<file path="config.mk">
export PLATFORM = sky130hd
export DESIGN_NAME = jtag_debug_top
export DESIGN_NICKNAME = d
export VERILOG_FILES = /design/src/verilog/jtag_pkg.sv /design/src/verilog/jtag_tap_ctrl.sv /design/src/verilog/jtag_reg_bank.sv /design/src/verilog/cdr_loop_filter.sv /design/src/verilog/jtag_debug_top.sv
export SDC_FILE = /design/constraint.sdc
export NUM_CORES = 1
export LEC_CHECK = 0
export BUFFER_PORTS_ARGS = -buffer_cell sky130_fd_sc_hd__buf_2
export CAP_MARGIN = 20
export CORE_MARGIN = 2
export CORE_UTILIZATION = 59
export DETAILED_ROUTE_END_ITERATION = 16
export PLACE_DENSITY = 0.77
export REMOVE_ABC_BUFFERS = 1
export SLEW_MARGIN = 20
export SYNTH_ARGS = -nofsm -noshare
export SYNTH_HDL_FRONTEND = slang
export SYNTH_SLANG_ARGS = --single-unit
</file>
<file path="constraint.sdc">
create_clock -name clk -period 7.3 [get_ports clk]
set_input_delay 1.46 -clock clk [delete_from_list [all_inputs] [get_ports clk]]
set_output_delay 1.46 -clock clk [all_outputs]
set_load 0.02 [all_outputs]
</file>
<file path="src/verilog/jtag_pkg.sv">
`default_nettype none

package jtag_pkg;

	localparam int IR_WIDTH = 4;
	localparam int DR_WIDTH = 32;
	localparam int CFG_WIDTH = 16;
	localparam int EST_WIDTH = 16;
	localparam int ERR_WIDTH = 8;

	typedef logic [IR_WIDTH-1:0] jtag_instr_t;
	typedef logic [DR_WIDTH-1:0] jtag_dr_t;
	typedef logic [CFG_WIDTH-1:0] cfg_word_t;
	typedef logic signed [EST_WIDTH-1:0] est_t;
	typedef logic signed [ERR_WIDTH-1:0] phase_err_t;

	// Instruction codes with bypass for any other value
	localparam jtag_instr_t IR_IDCODE = 4'd1;
	localparam jtag_instr_t IR_CFG_ACORE = 4'd2;
	localparam jtag_instr_t IR_CFG_CDR = 4'd3;
	localparam jtag_instr_t IR_STATUS_CDR = 4'd4;
	localparam jtag_instr_t IR_CFG_DCORE = 4'd5;
	localparam jtag_instr_t IR_BYPASS = 4'd15;

	typedef struct packed {
		logic en_v2t;
		logic en_slice;
		logic en_pm;
		logic en_biasgen;
		logic [3:0] ctl_biasgen;
		logic [3:0] ctl_dcdl_late;
		logic [3:0] ctl_dcdl_early;
	} acore_cfg_t;

	typedef struct packed {
		logic [3:0] Kp;
		logic [3:0] Ki;
		logic en_ext_pi_ctl;
		logic en_freq_est;
		logic [5:0] pi_ctl_ext;
	} cdr_cfg_t;

	typedef struct packed {
		logic int_rstb;
		logic cdr_rstb;
		logic sram_rstb;
		logic en_outbuff;
		logic [3:0] sel_outbuff;
		logic [3:0] Ndiv_outbuff;
		logic [3:0] spare;
	} dcore_cfg_t;

	localparam acore_cfg_t ACORE_RST = '0;
	localparam cdr_cfg_t CDR_RST = '{Kp: 4'd2, default: '0};
	localparam dcore_cfg_t DCORE_RST = '0;

	// IEEE 1149.1 TAP states
	typedef enum logic [3:0] {
		TEST_LOGIC_RESET,
		RUN_TEST_IDLE,
		SELECT_DR_SCAN,
		CAPTURE_DR,
		SHIFT_DR,
		EXIT1_DR,
		PAUSE_DR,
		EXIT2_DR,
		UPDATE_DR,
		SELECT_IR_SCAN,
		CAPTURE_IR,
		SHIFT_IR,
		EXIT1_IR,
		PAUSE_IR,
		EXIT2_IR,
		UPDATE_IR
	} tap_state_t;

endpackage

`default_nettype wire

</file>
<file path="src/verilog/jtag_tap_ctrl.sv">
`timescale 1ns/10ps
`default_nettype none

module jtag_tap_ctrl (
	input  logic clk,
	input  logic reset_i,
	input  logic tck_i,
	input  logic tms_i,
	input  logic tdi_i,
	input  logic trst_n_i,
	output logic tdi_s_o,
	output logic tck_fall_o,
	output logic tap_reset_o,
	output logic capture_dr_o,
	output logic shift_dr_o,
	output logic update_dr_o,
	output logic capture_ir_o,
	output logic shift_ir_o,
	output logic update_ir_o
);
	import jtag_pkg::*;

	logic [1:0] tck_sync;
	logic [1:0] tms_sync;
	logic [1:0] tdi_sync;
	logic [1:0] trst_n_sync;
	logic tck_q;
	logic tck_rise;
	tap_state_t state;
	tap_state_t state_next;

	// Oversample the JTAG pins in the clk domain
	always_ff @(posedge clk) begin
		if (reset_i) begin
			tck_sync <= '0;
			tms_sync <= '1;
			tdi_sync <= '0;
			trst_n_sync <= '1;
			tck_q <= 1'b0;
		end else begin
			tck_sync <= {tck_sync[0], tck_i};
			tms_sync <= {tms_sync[0], tms_i};
			tdi_sync <= {tdi_sync[0], tdi_i};
			trst_n_sync <= {trst_n_sync[0], trst_n_i};
			tck_q <= tck_sync[1];
		end
	end

	assign tck_rise = tck_sync[1] & ~tck_q;
	assign tck_fall_o = ~tck_sync[1] & tck_q;
	assign tdi_s_o = tdi_sync[1];

	always_comb begin
		state_next = state;
		case (state)
			TEST_LOGIC_RESET: state_next = tms_sync[1] ? TEST_LOGIC_RESET : RUN_TEST_IDLE;
			RUN_TEST_IDLE:    state_next = tms_sync[1] ? SELECT_DR_SCAN : RUN_TEST_IDLE;
			SELECT_DR_SCAN:   state_next = tms_sync[1] ? SELECT_IR_SCAN : CAPTURE_DR;
			CAPTURE_DR:       state_next = tms_sync[1] ? EXIT1_DR : SHIFT_DR;
			SHIFT_DR:         state_next = tms_sync[1] ? EXIT1_DR : SHIFT_DR;
			EXIT1_DR:         state_next = tms_sync[1] ? UPDATE_DR : PAUSE_DR;
			PAUSE_DR:         state_next = tms_sync[1] ? EXIT2_DR : PAUSE_DR;
			EXIT2_DR:         state_next = tms_sync[1] ? UPDATE_DR : SHIFT_DR;
			UPDATE_DR:        state_next = tms_sync[1] ? SELECT_DR_SCAN : RUN_TEST_IDLE;
			SELECT_IR_SCAN:   state_next = tms_sync[1] ? TEST_LOGIC_RESET : CAPTURE_IR;
			CAPTURE_IR:       state_next = tms_sync[1] ? EXIT1_IR : SHIFT_IR;
			SHIFT_IR:         state_next = tms_sync[1] ? EXIT1_IR : SHIFT_IR;
			EXIT1_IR:         state_next = tms_sync[1] ? UPDATE_IR : PAUSE_IR;
			PAUSE_IR:         state_next = tms_sync[1] ? EXIT2_IR : PAUSE_IR;
			EXIT2_IR:         state_next = tms_sync[1] ? UPDATE_IR : SHIFT_IR;
			UPDATE_IR:        state_next = tms_sync[1] ? SELECT_DR_SCAN : RUN_TEST_IDLE;
			default:          state_next = TEST_LOGIC_RESET;
		endcase
	end

	// TRST_N overrides TMS
	always_ff @(posedge clk) begin
		if (reset_i || !trst_n_sync[1]) begin
			state <= TEST_LOGIC_RESET;
		end else if (tck_rise) begin
			state <= state_next;
		end
	end

	assign tap_reset_o = (state == TEST_LOGIC_RESET);

	// Capture and shift act on the rising edge leaving the state
	assign capture_dr_o = tck_rise && (state == CAPTURE_DR);
	assign shift_dr_o = tck_rise && (state == SHIFT_DR);
	assign capture_ir_o = tck_rise && (state == CAPTURE_IR);
	assign shift_ir_o = tck_rise && (state == SHIFT_IR);

	// Update on the falling edge inside the update state
	assign update_dr_o = tck_fall_o && (state == UPDATE_DR);
	assign update_ir_o = tck_fall_o && (state == UPDATE_IR);

endmodule

`default_nettype wire

</file>
<file path="src/verilog/jtag_reg_bank.sv">
`timescale 1ns/10ps
`default_nettype none

module jtag_reg_bank #(
	parameter jtag_pkg::jtag_dr_t ID_CODE = '0
) (
	input  logic clk,
	input  logic reset_i,
	input  logic tdi_s_i,
	input  logic tck_fall_i,
	input  logic tap_reset_i,
	input  logic capture_dr_i,
	input  logic shift_dr_i,
	input  logic update_dr_i,
	input  logic capture_ir_i,
	input  logic shift_ir_i,
	input  logic update_ir_i,
	input  jtag_pkg::est_t phase_est_i,
	input  jtag_pkg::est_t freq_est_i,
	output logic tdo_o,
	output jtag_pkg::acore_cfg_t acore_cfg_o,
	output jtag_pkg::cdr_cfg_t cdr_cfg_o,
	output jtag_pkg::dcore_cfg_t dcore_cfg_o
);
	import jtag_pkg::*;

	jtag_instr_t ir;
	jtag_instr_t ir_shift;
	jtag_dr_t dr_shift;
	jtag_dr_t dr_capture;
	jtag_dr_t dr_shifted;
	cfg_word_t upd_word;
	logic ir_path;

	// Value loaded into the data shifter at capture
	always_comb begin
		case (ir)
			IR_IDCODE:     dr_capture = ID_CODE;
			IR_CFG_ACORE:  dr_capture = {{(DR_WIDTH-CFG_WIDTH){1'b0}}, acore_cfg_o};
			IR_CFG_CDR:    dr_capture = {{(DR_WIDTH-CFG_WIDTH){1'b0}}, cdr_cfg_o};
			IR_CFG_DCORE:  dr_capture = {{(DR_WIDTH-CFG_WIDTH){1'b0}}, dcore_cfg_o};
			IR_STATUS_CDR: dr_capture = {phase_est_i, freq_est_i};
			default:       dr_capture = '0;
		endcase
	end

	// TDI enters at the top of the selected register
	always_comb begin
		case (ir)
			IR_IDCODE, IR_STATUS_CDR: begin
				dr_shifted = {tdi_s_i, dr_shift[DR_WIDTH-1:1]};
			end
			IR_CFG_ACORE, IR_CFG_CDR, IR_CFG_DCORE: begin
				dr_shifted = {{(DR_WIDTH-CFG_WIDTH){1'b0}}, tdi_s_i, dr_shift[CFG_WIDTH-1:1]};
			end
			default: begin
				dr_shifted = {{(DR_WIDTH-1){1'b0}}, tdi_s_i};
			end
		endcase
	end

	assign upd_word = dr_shift[CFG_WIDTH-1:0];

	always_ff @(posedge clk) begin
		if (capture_ir_i) begin
			// IEEE capture pattern
			ir_shift <= 4'b0001;
		end else if (shift_ir_i) begin
			ir_shift <= {tdi_s_i, ir_shift[IR_WIDTH-1:1]};
		end
		if (capture_dr_i) begin
			dr_shift <= dr_capture;
		end else if (shift_dr_i) begin
			dr_shift <= dr_shifted;
		end
	end

	// Instruction register and which shifter feeds TDO
	always_ff @(posedge clk) begin
		if (reset_i || tap_reset_i) begin
			ir <= IR_IDCODE;
			ir_path <= 1'b0;
		end else begin
			if (capture_ir_i) begin
				ir_path <= 1'b1;
			end else if (capture_dr_i) begin
				ir_path <= 1'b0;
			end
			if (update_ir_i) begin
				ir <= ir_shift;
			end
		end
	end

	always_ff @(posedge clk) begin
		if (reset_i) begin
			tdo_o <= 1'b0;
		end else if (tck_fall_i) begin
			tdo_o <= ir_path ? ir_shift[0] : dr_shift[0];
		end
	end

	// Configuration registers survive a TAP reset
	always_ff @(posedge clk) begin
		if (reset_i) begin
			acore_cfg_o <= ACORE_RST;
			cdr_cfg_o <= CDR_RST;
			dcore_cfg_o <= DCORE_RST;
		end else if (update_dr_i) begin
			case (ir)
				IR_CFG_ACORE: acore_cfg_o <= acore_cfg_t'(upd_word);
				IR_CFG_CDR:   cdr_cfg_o <= cdr_cfg_t'(upd_word);
				IR_CFG_DCORE: dcore_cfg_o <= dcore_cfg_t'(upd_word);
				default:      ;
			endcase
		end
	end

endmodule

`default_nettype wire

</file>
<file path="src/verilog/cdr_loop_filter.sv">
`timescale 1ns/10ps
`default_nettype none

module cdr_loop_filter (
	input  logic clk,
	input  logic reset_i,
	input  logic sample_i,
	input  jtag_pkg::phase_err_t phase_err_i,
	input  jtag_pkg::cdr_cfg_t cfg_i,
	input  logic rstb_i,
	output jtag_pkg::est_t phase_est_o,
	output jtag_pkg::est_t freq_est_o
);
	import jtag_pkg::*;

	est_t err_ext;
	est_t freq_next;
	est_t phase_next;

	always_comb begin
		err_ext = {{(EST_WIDTH-ERR_WIDTH){phase_err_i[ERR_WIDTH-1]}}, phase_err_i};
		freq_next = freq_est_o;
		if (cfg_i.en_freq_est) begin
			freq_next = freq_est_o + (err_ext << cfg_i.Ki);
		end
		// Proportional path plus the updated integrator
		phase_next = phase_est_o + (err_ext << cfg_i.Kp) + freq_next;
	end

	always_ff @(posedge clk) begin
		if (reset_i || !rstb_i) begin
			phase_est_o <= '0;
			freq_est_o <= '0;
		end else begin
			if (sample_i) begin
				freq_est_o <= freq_next;
				phase_est_o <= phase_next;
			end
			// External PI control overrides the phase estimate
			if (cfg_i.en_ext_pi_ctl) begin
				phase_est_o <= {{(EST_WIDTH-6){1'b0}}, cfg_i.pi_ctl_ext};
			end
		end
	end

endmodule

`default_nettype wire

</file>
<file path="src/verilog/jtag_debug_top.sv">
`timescale 1ns/10ps
`default_nettype none

module jtag_debug_top #(
	parameter jtag_pkg::jtag_dr_t ID_CODE = 32'h1A5C0F01
) (
	input  logic clk,
	input  logic reset_i,
	input  logic tck_i,
	input  logic tms_i,
	input  logic tdi_i,
	input  logic trst_n_i,
	input  logic sample_i,
	input  jtag_pkg::phase_err_t phase_err_i,
	output logic tdo_o,
	output jtag_pkg::acore_cfg_t acore_cfg_o,
	output jtag_pkg::cdr_cfg_t cdr_cfg_o,
	output jtag_pkg::dcore_cfg_t dcore_cfg_o
);
	import jtag_pkg::*;

	logic tdi_s;
	logic tdo_edge;
	logic tap_reset;
	logic capture_dr;
	logic shift_dr;
	logic update_dr;
	logic capture_ir;
	logic shift_ir;
	logic update_ir;
	est_t phase_est;
	est_t freq_est;

	jtag_tap_ctrl i_jtag_tap_ctrl (
		.clk          (clk),
		.reset_i      (reset_i),
		.tck_i        (tck_i),
		.tms_i        (tms_i),
		.tdi_i        (tdi_i),
		.trst_n_i     (trst_n_i),
		.tdi_s_o      (tdi_s),
		.tck_fall_o   (tdo_edge),
		.tap_reset_o  (tap_reset),
		.capture_dr_o (capture_dr),
		.shift_dr_o   (shift_dr),
		.update_dr_o  (update_dr),
		.capture_ir_o (capture_ir),
		.shift_ir_o   (shift_ir),
		.update_ir_o  (update_ir)
	);

	jtag_reg_bank #(
		.ID_CODE (ID_CODE)
	) i_jtag_reg_bank (
		.clk          (clk),
		.reset_i      (reset_i),
		.tdi_s_i      (tdi_s),
		.tck_fall_i   (tdo_edge),
		.tap_reset_i  (tap_reset),
		.capture_dr_i (capture_dr),
		.shift_dr_i   (shift_dr),
		.update_dr_i  (update_dr),
		.capture_ir_i (capture_ir),
		.shift_ir_i   (shift_ir),
		.update_ir_i  (update_ir),
		.phase_est_i  (phase_est),
		.freq_est_i   (freq_est),
		.tdo_o        (tdo_o),
		.acore_cfg_o  (acore_cfg_o),
		.cdr_cfg_o    (cdr_cfg_o),
		.dcore_cfg_o  (dcore_cfg_o)
	);

	// Loop filter held in reset by the digital core's cdr_rstb
	cdr_loop_filter i_cdr_loop_filter (
		.clk         (clk),
		.reset_i     (reset_i),
		.sample_i    (sample_i),
		.phase_err_i (phase_err_i),
		.cfg_i       (cdr_cfg_o),
		.rstb_i      (dcore_cfg_o.cdr_rstb),
		.phase_est_o (phase_est),
		.freq_est_o  (freq_est)
	);

endmodule

`default_nettype wire

</file>
Word level (Yosys, flattened, before mapping)
Cells that the tools add are included.
{ "totals": {"ff_bits": 135, "in_bits": 15, "elab_cells": 109} }
{ "op_classes": {"addsub": 3, "n_eq_ne": 20, "n_shift": 2, "n_mux": 23, "n_bitwise": 4, "n_reduce_logical": 24} }
{ "op_table": {"columns": ["cell", "count"], "rows": [
  ["32-bit one-hot mux with 5 select lines", 1],
  ["32-bit two-way mux", 2],
  ["32-bit one-hot mux with 2 select lines", 1],
  ["16-bit adder", 3],
  ["4-bit one-hot mux with 12 select lines", 1],
  ["4-bit equality test (second input constant)", 8],
  ["16-bit by 4-bit left shift with 16-bit output", 2],
  ["4-bit by 3-bit equality test with 1-bit output (second input constant)", 6],
  ["4-bit by 2-bit equality test with 1-bit output (second input constant)", 4],
  ["16-bit two-way mux", 1],
  ["4-bit two-way mux", 4],
  ["6-bit two-way mux", 2],
  ["4-bit by 1-bit equality test with 1-bit output (second input constant)", 2],
  ["2-bit OR reduction", 4],
  ["1-bit logical AND", 6],
  ["1-bit two-way mux", 6],
  ["2-bit two-way mux", 3],
  ["3-bit two-way mux", 2],
  ["2-bit AND reduction", 3],
  ["2-bit nonzero test", 3],
  ["3-bit OR reduction", 2],
  ["4-bit logical NOT", 1],
  ["1-bit logical OR", 3],
  ["1-bit bitwise AND", 2],
  ["other kinds (2)", 4]
]} }

Depth between registers and ports, before layout
Gate-level depths: netlist of the first run.
{ "logic_depth": {"depth_word": 6, "depth_mapped": 24} }

Cells and area by module
Synthesis of the first run repeated with hierarchy kept, for this count alone.
{ "unflattened": {"cells_unflattened": 999, "area_unflattened_um2": 8733.4} }
{ "by_module_without_submodules": {"columns": ["module", "n_inst", "cells_each", "area_per_inst_um2", "seq_area_each_um2"], "rows": [
  ["cdr_loop_filter", 1, 524, 4046.4, 640.6],
  ["jtag_reg_bank", 1, 394, 3987.6, 2122.0],
  ["jtag_tap_ctrl", 1, 81, 699.4, 260.2]
]} }

Least setup slack after synthesis of the first run
No wires, ideal clock.
{ "synth_path": {"path_type": "input to register", "start": "input phase_err_i[6]", "end": "register i_cdr_loop_filter.phase_est_o[15]", "arrival_ns": 6.085, "path_slack_ns": 1.094, "path_stages": 22, "n_path_buf": 1, "path_cell_list": "clkbuf_1 -> mux2_2 -> o21ai_0 -> nor2_1 -> a21oi_1 -> nor2_1 -> ha_1 -> nand2_1 -> a2111oi_0 -> o31ai_1 -> and2_1 -> xnor2_1 -> mux2_2 -> fa_1 -> ha_1 -> or3_1 -> o21ai_0 -> a21oi_1 -> o41ai_1 -> nor3_1 -> nor3b_2 -> mux2_4"} }
{ "synth_via": {"elab_chain_len": 4} }
{ "synth_rtl": {"columns": ["item", "line", "source"], "rows": [
  ["from (decl)", "jtag_debug_top.sv:14", "input jtag_pkg::phase_err_t phase_err_i,"],
  ["16-bit by 4-bit left shift with 16-bit output", "cdr_loop_filter.sv:24", "freq_next = freq_est_o + (err_ext << cfg_i.Ki);"],
  ["16-bit adder", "cdr_loop_filter.sv:24", null],
  ["16-bit two-way mux", "cdr_loop_filter.sv:23", "if (cfg_i.en_freq_est) begin"],
  ["via i_cdr_loop_filter.freq_next[11]", "cdr_loop_filter.sv:17", "est_t freq_next;"],
  ["16-bit adder", "cdr_loop_filter.sv:27", "phase_next = phase_est_o + (err_ext << cfg_i.Kp) + freq_next;"],
  ["to (signal assigned)", "cdr_loop_filter.sv:37", "phase_est_o <= phase_next;"],
  ["to (signal assigned)", "cdr_loop_filter.sv:41", "phase_est_o <= {{(EST_WIDTH-6){1'b0}}, cfg_i.pi_ctl_ext};"],
  ["to (decl)", "cdr_loop_filter.sv:11", "output jtag_pkg::est_t phase_est_o,"]
]} }
The timed path passes the listed nets, and every way through them passes these cells.
A chain may end at the register's enable or synchronous reset.

Worst setup path in the final report of the first run
{ "layout_path": {"start": "input phase_err_i[0]", "end": "register i_cdr_loop_filter.phase_est_o[15]"} }
{ "layout_via": {"elab_chain_len": 4} }
{ "layout_rtl": {"columns": ["item", "line"], "rows": [
  ["16-bit by 4-bit left shift with 16-bit output", "cdr_loop_filter.sv:24"],
  ["16-bit adder", "cdr_loop_filter.sv:24"],
  ["16-bit two-way mux", "cdr_loop_filter.sv:23"],
  ["16-bit adder (*)", "cdr_loop_filter.sv:27"]
]} }
Mark *: on every way between the ends. The rest lies on a longest branch, timed or not.

==> results of run 1 <==
cell families (layout without fill, tap and decap cells):
kind of cell               count (synthesis)  in the layout
muxes                                     67             67
and+or+nand+nor                          352            352
buffers and inverters                    102            140
adders and majority gates                 46             46
AOI/OAI and AO/OA                        259            259
xor gates and xnor gates                  28             28
DFF                                      135            135
power groups by stage:
stage                     combinational, W  sequential [W]  clock (W)
after floorplan                  0.0000602        0.000783          0
after global placement           0.0000905        0.000784          0
after detailed placement         0.0000912        0.000784          0
final                            0.0000925        0.000768   0.000883
after CTS                        0.0000919        0.000768   0.000888
after global routing              0.000102        0.000768   0.000922
cell type report:
type | instances | area (um2) | share of cell area [%]
multi-input cells | 752 | 4930 | 52.9
inverters | 34 | 128 | 1.37
flip-flops and latches | 135 | 3020 | 32.5
well taps | 180 | 225 | 2.42
clock inverters | 11 | 95.1 | 1.02
clock buffers | 21 | 514 | 5.52
repair buffers | 74 | 398 | 4.27
worst paths after layout:
| kind | startpoint | to | slack (ns) | depth (start not counted) |
|---|---|---|---|---|
| worst max-delay path | phase_err_i[0] | i_cdr_loop_filter.phase_est_o[15] | 0.80 | 23 |
| worst min register to register | i_jtag_tap_ctrl.tms_sync[0] | i_jtag_tap_ctrl.tms_sync[1] | 0.41 | 1 |
| worst max register to register | i_jtag_reg_bank.cdr_cfg_o[9] | i_cdr_loop_filter.phase_est_o[15] | 1.13 | 22 |
| worst min-delay path | i_jtag_tap_ctrl.tms_sync[0] | i_jtag_tap_ctrl.tms_sync[1] | 0.41 | 1 |
registers in the layout (all words and copies together), names as in the netlist, 4 cells and up:
signal and cells:
i_jtag_reg_bank.dcore_cfg_o 16, i_jtag_reg_bank.ir_shift 4, i_cdr_loop_filter.phase_est_o 16, i_jtag_reg_bank.cdr_cfg_o 16
i_cdr_loop_filter.freq_est_o 16, i_jtag_reg_bank.acore_cfg_o 16, i_jtag_reg_bank.dr_shift 32, i_jtag_tap_ctrl.state 4
i_jtag_reg_bank.ir 4
critical path: stages:
cell	delay, ns
buf_2	0.14
mux2i_1	0.10
o21ai_0	0.39
nor3b_1	0.24
ha_1	0.31
a21o_1	0.20
a21oi_1	0.23
o21bai_1	0.10
a21oi_1	0.28
xnor2_1	0.19
mux2i_1	0.15
fa_1	0.53
inv_1	0.05
ha_1	0.34
or2_2	0.31
a21oi_1	0.20
a21oi_1	0.09
a41oi_1	0.33
a21oi_1	0.17
o41ai_1	0.42
nor3_1	0.10
nor3b_2	0.20
mux2_4	0.31
per-layer routing:
layer,vias to the layer above,GRT usage (%)
met4,0,9.20
met5,-,0
met3,45,6.51
met1,3492,42.7
li1,3550,-
met2,330,45.7
cells in the mapped netlist, drive strengths merged (16+ instances only):
cell type | count | area (um2)
nand2 | 170 | 638
nor2b | 19 | 119
a21oi | 105 | 526
edfxtp | 32 | 961
dfxtp | 103 | 2060
nor3 | 16 | 80.1
xnor2 | 21 | 184
clkbuf | 54 | 203
ha | 29 | 363
nor2 | 77 | 289
inv | 34 | 128
fa | 17 | 340
a31oi | 16 | 100
o21ai | 49 | 245
mux2i | 49 | 490
metrics by stage:
step                      area, um2  power (W)  setup slack [ns]  util [%]  hold WS (ns)
final                          9310    0.00174             0.795      67.4         0.412
after global routing           9310    0.00179             0.412      67.4         0.440
after CTS                      9310    0.00175             0.917      67.4         0.416
after detailed placement       8700   0.000875             0.489      62.9         0.397
after global placement         8700   0.000874             0.526      62.9         0.393
after floorplan                8060   0.000843              1.07         -         0.389
==> results_dict.tcl, run 1 <==
set metrics [dict create \
    hold_violations 0 \
    synth_compound_area_share_pct 19.6 \
    p_int_w 0.00132 \
    p_per_area_mw_per_mm2 187 \
    antenna_found_initial 0 \
    setup_tns_ns 0 \
    ys_types 64 \
    end_kind "flip-flop" \
    clockPowerShare_pct 50.7 \
    wl_met3_um 1910 \
    drv_slew 0 \
    clkLatencyLatePin_ns 0.43 \
    max-vdd-ir-drop_mv 0.196 \
    cts.path.max_buffers 2 \
    vias 7417 \
    num_rows 43 \
    syn-cell-area_mm2 0.00833 \
    gp_congestion 0.934 \
    layout_commonest_cell "nand2_1" \
    start_kind "input pin" \
    synthFlopType "dfxtp_1" \
    cts_htree_levels 4 \
    final_nets 1075 \
    p_leak_nw 3.69 \
    die-area_mm2 0.0151 \
    dp_cells 1175 \
    fp.coreArea_mm2 0.0138 \
    seq_area_frac_synth_pct 36.3 \
    drtPass1Iterations 7 \
    wire_per_inst_um 18.5 \
    synth_top_family_by_area "compound AO/OA/AOI/OAI gates" \
    maxCapViolations 0 \
    cts-root-buf "clkbuf_16" \
    portBuffers 63 \
    numCtsBuffers 17 \
    cts_resized 0 \
    cts_tree "done" \
    clk_pin_slew_ns 0.06 \
    worstPathArrival_ns 6.82 \
    fmax_mhz 154 \
    rsz0062_at_grt "false" \
    highest_layer "met4" \
    relSlewSlack_pct 31.7 \
    drive_gt1_share_pct 14.7 \
    worstHoldPathType "reg2reg" \
    finalCriticalPeriod_ns 6.50 \
    status "completed" \
    drc 0 \
    pwr-share-comb_pct 5.3 \
    syn_avg_cell_area_um2 8.42 \
    postCtsHoldBufs 0 \
    synth-edff-count 32 \
    postCtsSetupBuffers 0 \
    yosysWarningCount 0 \
    skew_ns 0.0101 \
    fin_crit_sh_pct 89.1 \
    async_flop_share_pct 0 \
    synth_cells 989 \
    wl_um 22300 \
    grt_max_degree 62 \
    setup_violations 0 \
    final_cell_mix "nand2_1 (170), a21oi_1 (105), dfxtp_1 (103), nor2_1 (76), buf_2 (63)" \
    die_w_um 123 \
    drtIter0Drc 737 \
    grt.overflow.total 0 \
    synth_xor_xnor_area_share_pct 2.94 \
    seq_power_share_pct 44.0 \
    synth.area.mux_share_pct 8.86 \
    cts.sinks 135 \
    diodes 0 \
    grt_pass1_vias 6624 \
    synth-seq-cells 135 \
    io_pins 64 \
    ant_nets 0 \
    synthAdderAreaFrac_pct 8.44 \
    area_growth_pct 11.8 \
    place_hpwl_um 15500 \
    final_cells 1207 \
    fillCellCount 1145 \
    crit_type "in2reg" \
    grt_util_all_layers_pct 30.0 \
    p_switching_w 0.000424 \
    die_h_um 123 \
    avgViaCountPerCell 6.14 \
    wl_met2_um 10100 \
    drt-met1-wl_um 9820 \
    p_sw_share_pct 24.3 \
    yosys.area_share.simple_pct 19.1 \
    initial_core_util_pct 60.2 \
    grt_first_pass_wirelength_um 35000 \
    cp.required_ns 7.61 \
    path_max_fanout 7 \
    worst_slew_pin_slew_ns 1.02 \
]
Power figures use the tool's default switching activity.
==> run 2, diff against run 1 <==
--- a/config.mk
+++ b/config.mk
@@ -7,12 +7,15 @@
 export LEC_CHECK = 0
 export BUFFER_PORTS_ARGS = -buffer_cell sky130_fd_sc_hd__buf_2
 export CAP_MARGIN = 20
+export CELL_PAD_IN_SITES_DETAIL_PLACEMENT = 0
+export CELL_PAD_IN_SITES_GLOBAL_PLACEMENT = 2
 export CORE_MARGIN = 2
-export CORE_UTILIZATION = 59
+export CORE_UTILIZATION = 38
 export DETAILED_ROUTE_END_ITERATION = 16
-export PLACE_DENSITY = 0.77
+export PLACE_DENSITY = 0.79
 export REMOVE_ABC_BUFFERS = 1
 export SLEW_MARGIN = 20
 export SYNTH_ARGS = -nofsm -noshare
 export SYNTH_HDL_FRONTEND = slang
+export SYNTH_HIERARCHICAL = 1
 export SYNTH_SLANG_ARGS = --single-unit
==> run 2 against run 1 <==
  * Combinational power rose by 9%
  * Sequential cell count did not move
  * Synthesized area rose by 4.8%
  * Clock skew barely moved
  * Sequential power barely moved
  * Hold slack got worse by 0.0056 ns
  * Clock power rose by 3.1%
  * Largest power group unchanged
==> results_dict.tcl, run 2 <==
set metrics [dict create \
    p_per_area_mw_per_mm2 181 \
    dpl_cell_area_mm2 0.00919 \
    multi_input_area_mm2 0.00520 \
    rsz0062_at_grt "false" \
    vias 7291 \
    grt_pass1_vias 6877 \
    cp.required_ns 7.60 \
    cts_resized 0 \
    finalPower_w 0.00178 \
    postCtsSetupBuffers 0 \
    status "completed" \
    yosys-top-cells-count "nand2_1 (112), dfxtp_1 (103), a21oi_1 (102), nor2_1 (92), mux2i_1 (63)" \
    setup_violations 0 \
    fin_crit_sh_pct 84.3 \
    setup_tns_ns 0 \
    p_leak_nw 3.97 \
    fillCellCount 2329 \
    maxCapViolations 0 \
    top_register "i_jtag_reg_bank/dr_shift" \
    numCtsBuffers 17 \
    seq_area_frac_synth_pct 34.6 \
    worstRegToRegCells 20 \
    seq_power_share_pct 43.1 \
    synth_cells 999 \
    worstPathArrival_ns 6.45 \
    final_nets 1089 \
    syn_avg_cell_area_um2 8.74 \
    async_flop_share_pct 0 \
    p_int_w 0.00135 \
    finalCriticalPeriod_ns 6.16 \
    ys_types 74 \
    drc 0 \
    initial_core_util_pct 38.7 \
    max-vdd-ir-drop_mv 0.122 \
    largest_reg_flops 32 \
    final_cell_mix "nand2_1 (112), dfxtp_1 (103), a21oi_1 (102), nor2_1 (92)" \
    syn-cell-area_mm2 0.00873 \
    end_kind "flip-flop" \
    die-area_mm2 0.0242 \
    yosysWarningCount 6 \
    synth.largest_area_cell "dfxtp_1" \
    pwr-share-comb_pct 5.7 \
    portBuffers 63 \
    grt.overflow.total 0 \
    clkLatencyLatePin_ns 0.43 \
    fmax_mhz 162 \
    layout_commonest_cell "nand2_1" \
    drtIter0Drc 541 \
    p_sw_share_pct 24.2 \
    worst_slew_pin_slew_ns 1.03 \
    area_growth_pct 12.3 \
    skew_ns 0.0101 \
    yosysMostFrequentCell "nand2_1" \
    cts_htree_levels 4 \
    grt_util_all_layers_pct 21.8 \
    yosysTopAreaCellShare_pct 23.6 \
    timing.hold.ws_ns 0.407 \
    grt_first_pass_wirelength_um 40600 \
    synthFlopType "dfxtp_1" \
    p_switching_w 0.000431 \
    cts.sinks 135 \
    num_rows 55 \
    cts_tree "done" \
    die_w_um 156 \
    synth_area_leaders "dfxtp_1 (24%), edfxtp_1 (11%), mux2i_1 (7.2%)" \
    ant_nets 0 \
    wl_um 25700 \
    path_max_fanout 10 \
    synth-seq-cells 135 \
    holdPathStages 1 \
    worstHoldPathType "reg2reg" \
    crit_type "in2reg" \
    drive_gt1_share_pct 16.2 \
    regArea_mm2 0.00302 \
    relSlewSlack_pct 31.3 \
    wire_per_inst_um 19.4 \
    stdcell_area_mm2 0.00981 \
    start_kind "input pin" \
    cts.path.max_buffers 2 \
    grt_max_degree 66 \
    place_hpwl_um 18500 \
    drv_slew 0 \
    fp.coreArea_mm2 0.0226 \
    clk_pin_slew_ns 0.06 \
    clockPowerShare_pct 51.2 \
    io_pins 64 \
    antenna_found_initial 0 \
    postCtsHoldBufs 0 \
    drtPass1Iterations 5 \
    diodes 0 \
    avgViaCountPerCell 5.50 \
    hold_violations 0 \
    die_h_um 156 \
    cts-root-buf "clkbuf_16" \
    synth-edff-count 32 \
    gp_congestion 0.851 \
]
-- run 2: critical path, stage by stage --
cell and delay, ns:
buf_2 0.19, mux2i_1 0.12, o21ai_0 0.30, nor3b_1 0.27
ha_1 0.32, a21o_1 0.21, a21oi_2 0.18, o21bai_1 0.10
a211o_1 0.34, a41o_1 0.23, a2111o_1 0.45, and2_4 0.16
a221oi_1 0.33, fa_1 0.24, xnor3_1 0.26, or2_2 0.28
mux2i_1 0.26, nor2_1 0.09, a2111o_1 0.40, a31oi_1 0.19
a211oi_1 0.09
-- run 2: worst paths after layout --
kind	endpoint	from	slack, ns
setup / recovery	i_cdr_loop_filter/phase_est_o[15]	phase_err_i[0]	1.14
hold / removal	i_jtag_tap_ctrl/trst_n_sync[1]	i_jtag_tap_ctrl/trst_n_sync[0]	0.41
setup reg to reg	i_cdr_loop_filter/phase_est_o[15]	i_jtag_reg_bank/cdr_cfg_o[9]	1.51
hold reg to reg	i_jtag_tap_ctrl/trst_n_sync[1]	i_jtag_tap_ctrl/trst_n_sync[0]	0.41
-- run 2: logic make-up (layout without fill, tap and decap cells) --
| logic type | Yosys count | after routing | share of synthesized area (%) |
|---|---|---|---|
| simple gates | 330 | 330 | 18.2 |
| compound gates | 257 | 257 | 19.3 |
| flops | 135 | 135 | 34.6 |
| buf+inv | 120 | 162 | 6.05 |
| mux | 87 | 87 | 11.2 |
| fa+ha+maj | 46 | 46 | 8.05 |
| xor+xnor | 24 | 24 | 2.56 |
-- run 2: layout make-up --
cell class	count	area share (%)
multi-input combinational	744	53.0
sequential	135	30.8
clock buffer	19	4.73
timing repair buffer	74	4.06
tap	285	3.64
inverter	56	2.14
clock inverter	13	1.59
-- run 2: routing by layer --
metal | vias to the layer above | GRT usage (%) | routed length [um]
met5 | - | 0 | 0
met4 | 0 | 5.11 | 211
met3 | 14 | 2.86 | 845
met2 | 149 | 33.9 | 11800
met1 | 3509 | 32.3 | 12800
li1 | 3619 | - | -
-- run 2: stage by stage --
step                      cells  util (%)  setup slack, ns
after floorplan             935         -             1.25
after global placement     1294      40.7            0.758
after detailed placement   1294      40.7            0.672
after CTS                  1326      43.4             1.13
after global routing       1326      43.4            0.673
final                      1326      43.4             1.14
-- run 2: power groups by stage --
stage / combinational [W] / sequential [W] / clock, W
global route: 0.000113 / 0.000766 / 0.000955
floorplan: 0.0000643 / 0.000782 / 0
CTS: 0.000101 / 0.000766 / 0.000930
global placement: 0.000100 / 0.000783 / 0
finish: 0.000101 / 0.000766 / 0.000910
detailed placement: 0.000100 / 0.000783 / 0
==> run 3, diff against run 2 <==
==> constraint.sdc (replaced) <==
create_clock -name clk -period 5.7 [get_ports clk]
set_input_delay 1.14 -clock clk [delete_from_list [all_inputs] [get_ports clk]]
set_output_delay 1.14 -clock clk [all_outputs]
set_load 0.02 [all_outputs]
==> run 3 against run 2 <==
  * Combinational power up 50%
  * Global-route usage barely moved
  * First-iteration DRC count up 11%
  * Power grew 32%
  * Largest power group unchanged
  * Critical endpoint unchanged
==> results_dict.tcl, run 3 (same netlist as run 2, synthesis figures left out) <==
set metrics [dict create \
    cpMaxStageDelayCell "a2111o_1" \
    max-vdd-ir-drop_mv 0.219 \
    grt_max_degree 66 \
    cts_htree_levels 4 \
    p_leak_nw 4.32 \
    worstPathArrival_ns 5.84 \
    crit_family "compound AO/OA/AOI/OAI gates" \
    status "completed" \
    crit_type "in2reg" \
    setup_violations 0 \
    drive_gt1_share_pct 22.5 \
    place_hpwl_um 19000 \
    portBuffers 63 \
    hold_violations 0 \
    finalCriticalPeriod_ns 5.50 \
    die-area_mm2 0.0242 \
    crit_cells 23 \
    wire_per_inst_um 18.9 \
    top_register "i_jtag_reg_bank/dr_shift" \
    gp_congestion 0.838 \
    critPathBufInv 2 \
    final_util_pct 46.2 \
    setup_tns_ns 0 \
    relSlewSlack_pct 28.3 \
    postCtsHoldBufs 0 \
    fp.coreArea_mm2 0.0226 \
    drc 0 \
    antenna_found_initial 0 \
    area_growth_pct 19.4 \
    worst_slew_pin_slew_ns 1.07 \
    largest_reg_flops 32 \
    start_kind "input pin" \
    cts_tree "done" \
    numCtsBuffers 17 \
    path_max_fanout 4 \
    worstRegToRegCells 21 \
    final_nets 1162 \
    io_pins 64 \
    holdPathStages 1 \
    drv_slew 0 \
    cp.required_ns 6.04 \
    wl_um 26500 \
    num_rows 55 \
    fin_crit_sh_pct 96.4 \
    initial_core_util_pct 38.7 \
    cts.path.max_buffers 2 \
    timing.hold.ws_ns 0.406 \
    grt.overflow.total 0 \
    layout_commonest_cell "nand2_1" \
    grt_first_pass_wirelength_um 40900 \
    drtIter0Drc 603 \
    drtPass1Iterations 5 \
    clkLatencyLatePin_ns 0.43 \
    end_kind "flip-flop" \
    cts.sinks 135 \
    slowest_delay_ns 0.42 \
    grt_pass1_vias 7116 \
    skew_ns 0.00973 \
    die_h_um 156 \
    diodes 0 \
    p_per_area_mw_per_mm2 224 \
    cts-root-buf "clkbuf_16" \
    avgViaCountPerCell 5.44 \
    worstHoldPathType "reg2reg" \
    die_w_um 156 \
    final_cell_mix "nand2_1 (112), dfxtp_1 (102), a21oi_1 (101), nor2_1 (92), buf_4 (84)" \
    path_cells "buf_2 -> mux2i_1 -> o21ai_0 -> nor3b_1 -> ha_1 -> a21o_1 -> a21oi_2 -> o21bai_1 -> a211o_1 -> a41o_1 -> a2111o_1 -> a21oi_2 -> a221oi_4 -> buf_4 -> fa_1 -> xnor3_1 -> or2_2 -> mux2i_2 -> nor2_1 -> a2111o_1 -> nand3_1 -> nor3_1 -> a211oi_1" \
    fillCellCount 2304 \
    grt_util_all_layers_pct 21.8 \
    fmax_mhz 182 \
    vias 7604 \
    clk_pin_slew_ns 0.06 \
    maxCapViolations 0 \
    ant_nets 0 \
]
==> run 3: cell count changes in the layout (fill, tap and decap cells not counted), sizes merged <==
cell	delta
clkinv	-3
clkbuf	-1
clkinvlp	+3
bufinv	+1
buf	+73
==> run 3: final timing paths <==
kind,from,end,slack [ns]
setup / recovery,phase_err_i[0],i_cdr_loop_filter/phase_est_o[15],0.20
hold / removal,i_jtag_tap_ctrl/trst_n_sync[0],i_jtag_tap_ctrl/trst_n_sync[1],0.41
setup reg to reg,i_jtag_reg_bank/cdr_cfg_o[9],i_cdr_loop_filter/phase_est_o[15],0.47
hold reg to reg,i_jtag_tap_ctrl/trst_n_sync[0],i_jtag_tap_ctrl/trst_n_sync[1],0.41
==> run 3: cell type report <==
| type | count | area, um2 | area share [%] |
|---|---|---|---|
| inverter | 56 | 210 | 2.02 |
| clock inverter | 14 | 188 | 1.80 |
| tap | 285 | 357 | 3.42 |
| multi-input combinational | 744 | 5250 | 50.4 |
| sequential | 135 | 3020 | 29.0 |
| timing repair buffer | 147 | 946 | 9.07 |
| clock buffer | 18 | 450 | 4.32 |
==> run 3: report_power, final <==
group	switching [W]	internal [W]	total, W
Combinational	0.0000823	0.0000686	0.000151
Clock	0.000479	0.000727	0.00121
Sequential	0.00000336	0.000978	0.000981
Total	0.000565	0.00177	0.00234
==> run 3: layer usage <==
| metal | wire [um] | GRT usage, % |
|---|---|---|
| met1 | 13000 | 31.1 |
| met2 | 12300 | 34.7 |
| met3 | 839 | 3.19 |
| met4 | 380 | 5.59 |
| met5 | 0 | 0 |
==> run 3: timing repair <==
action	4_1_cts	5_1_grt
buffers inserted	0	0
resized for setup	0	13
endpoints found under the setup margin	0	4
==> run 3: through the flow <==
step / power [W] / instances / cell area (um2) / setup WS (ns)
CTS: 0.00235 / 1399 / 10400 / 0.115
global placement: 0.00115 / 1367 / 9730 / -0.226
finish: 0.00234 / 1399 / 10400 / 0.204
detailed placement: 0.00115 / 1367 / 9730 / -0.315
floorplan: 0.00108 / 935 / 8420 / -0.0350
global route: 0.00241 / 1399 / 10400 / -0.0117
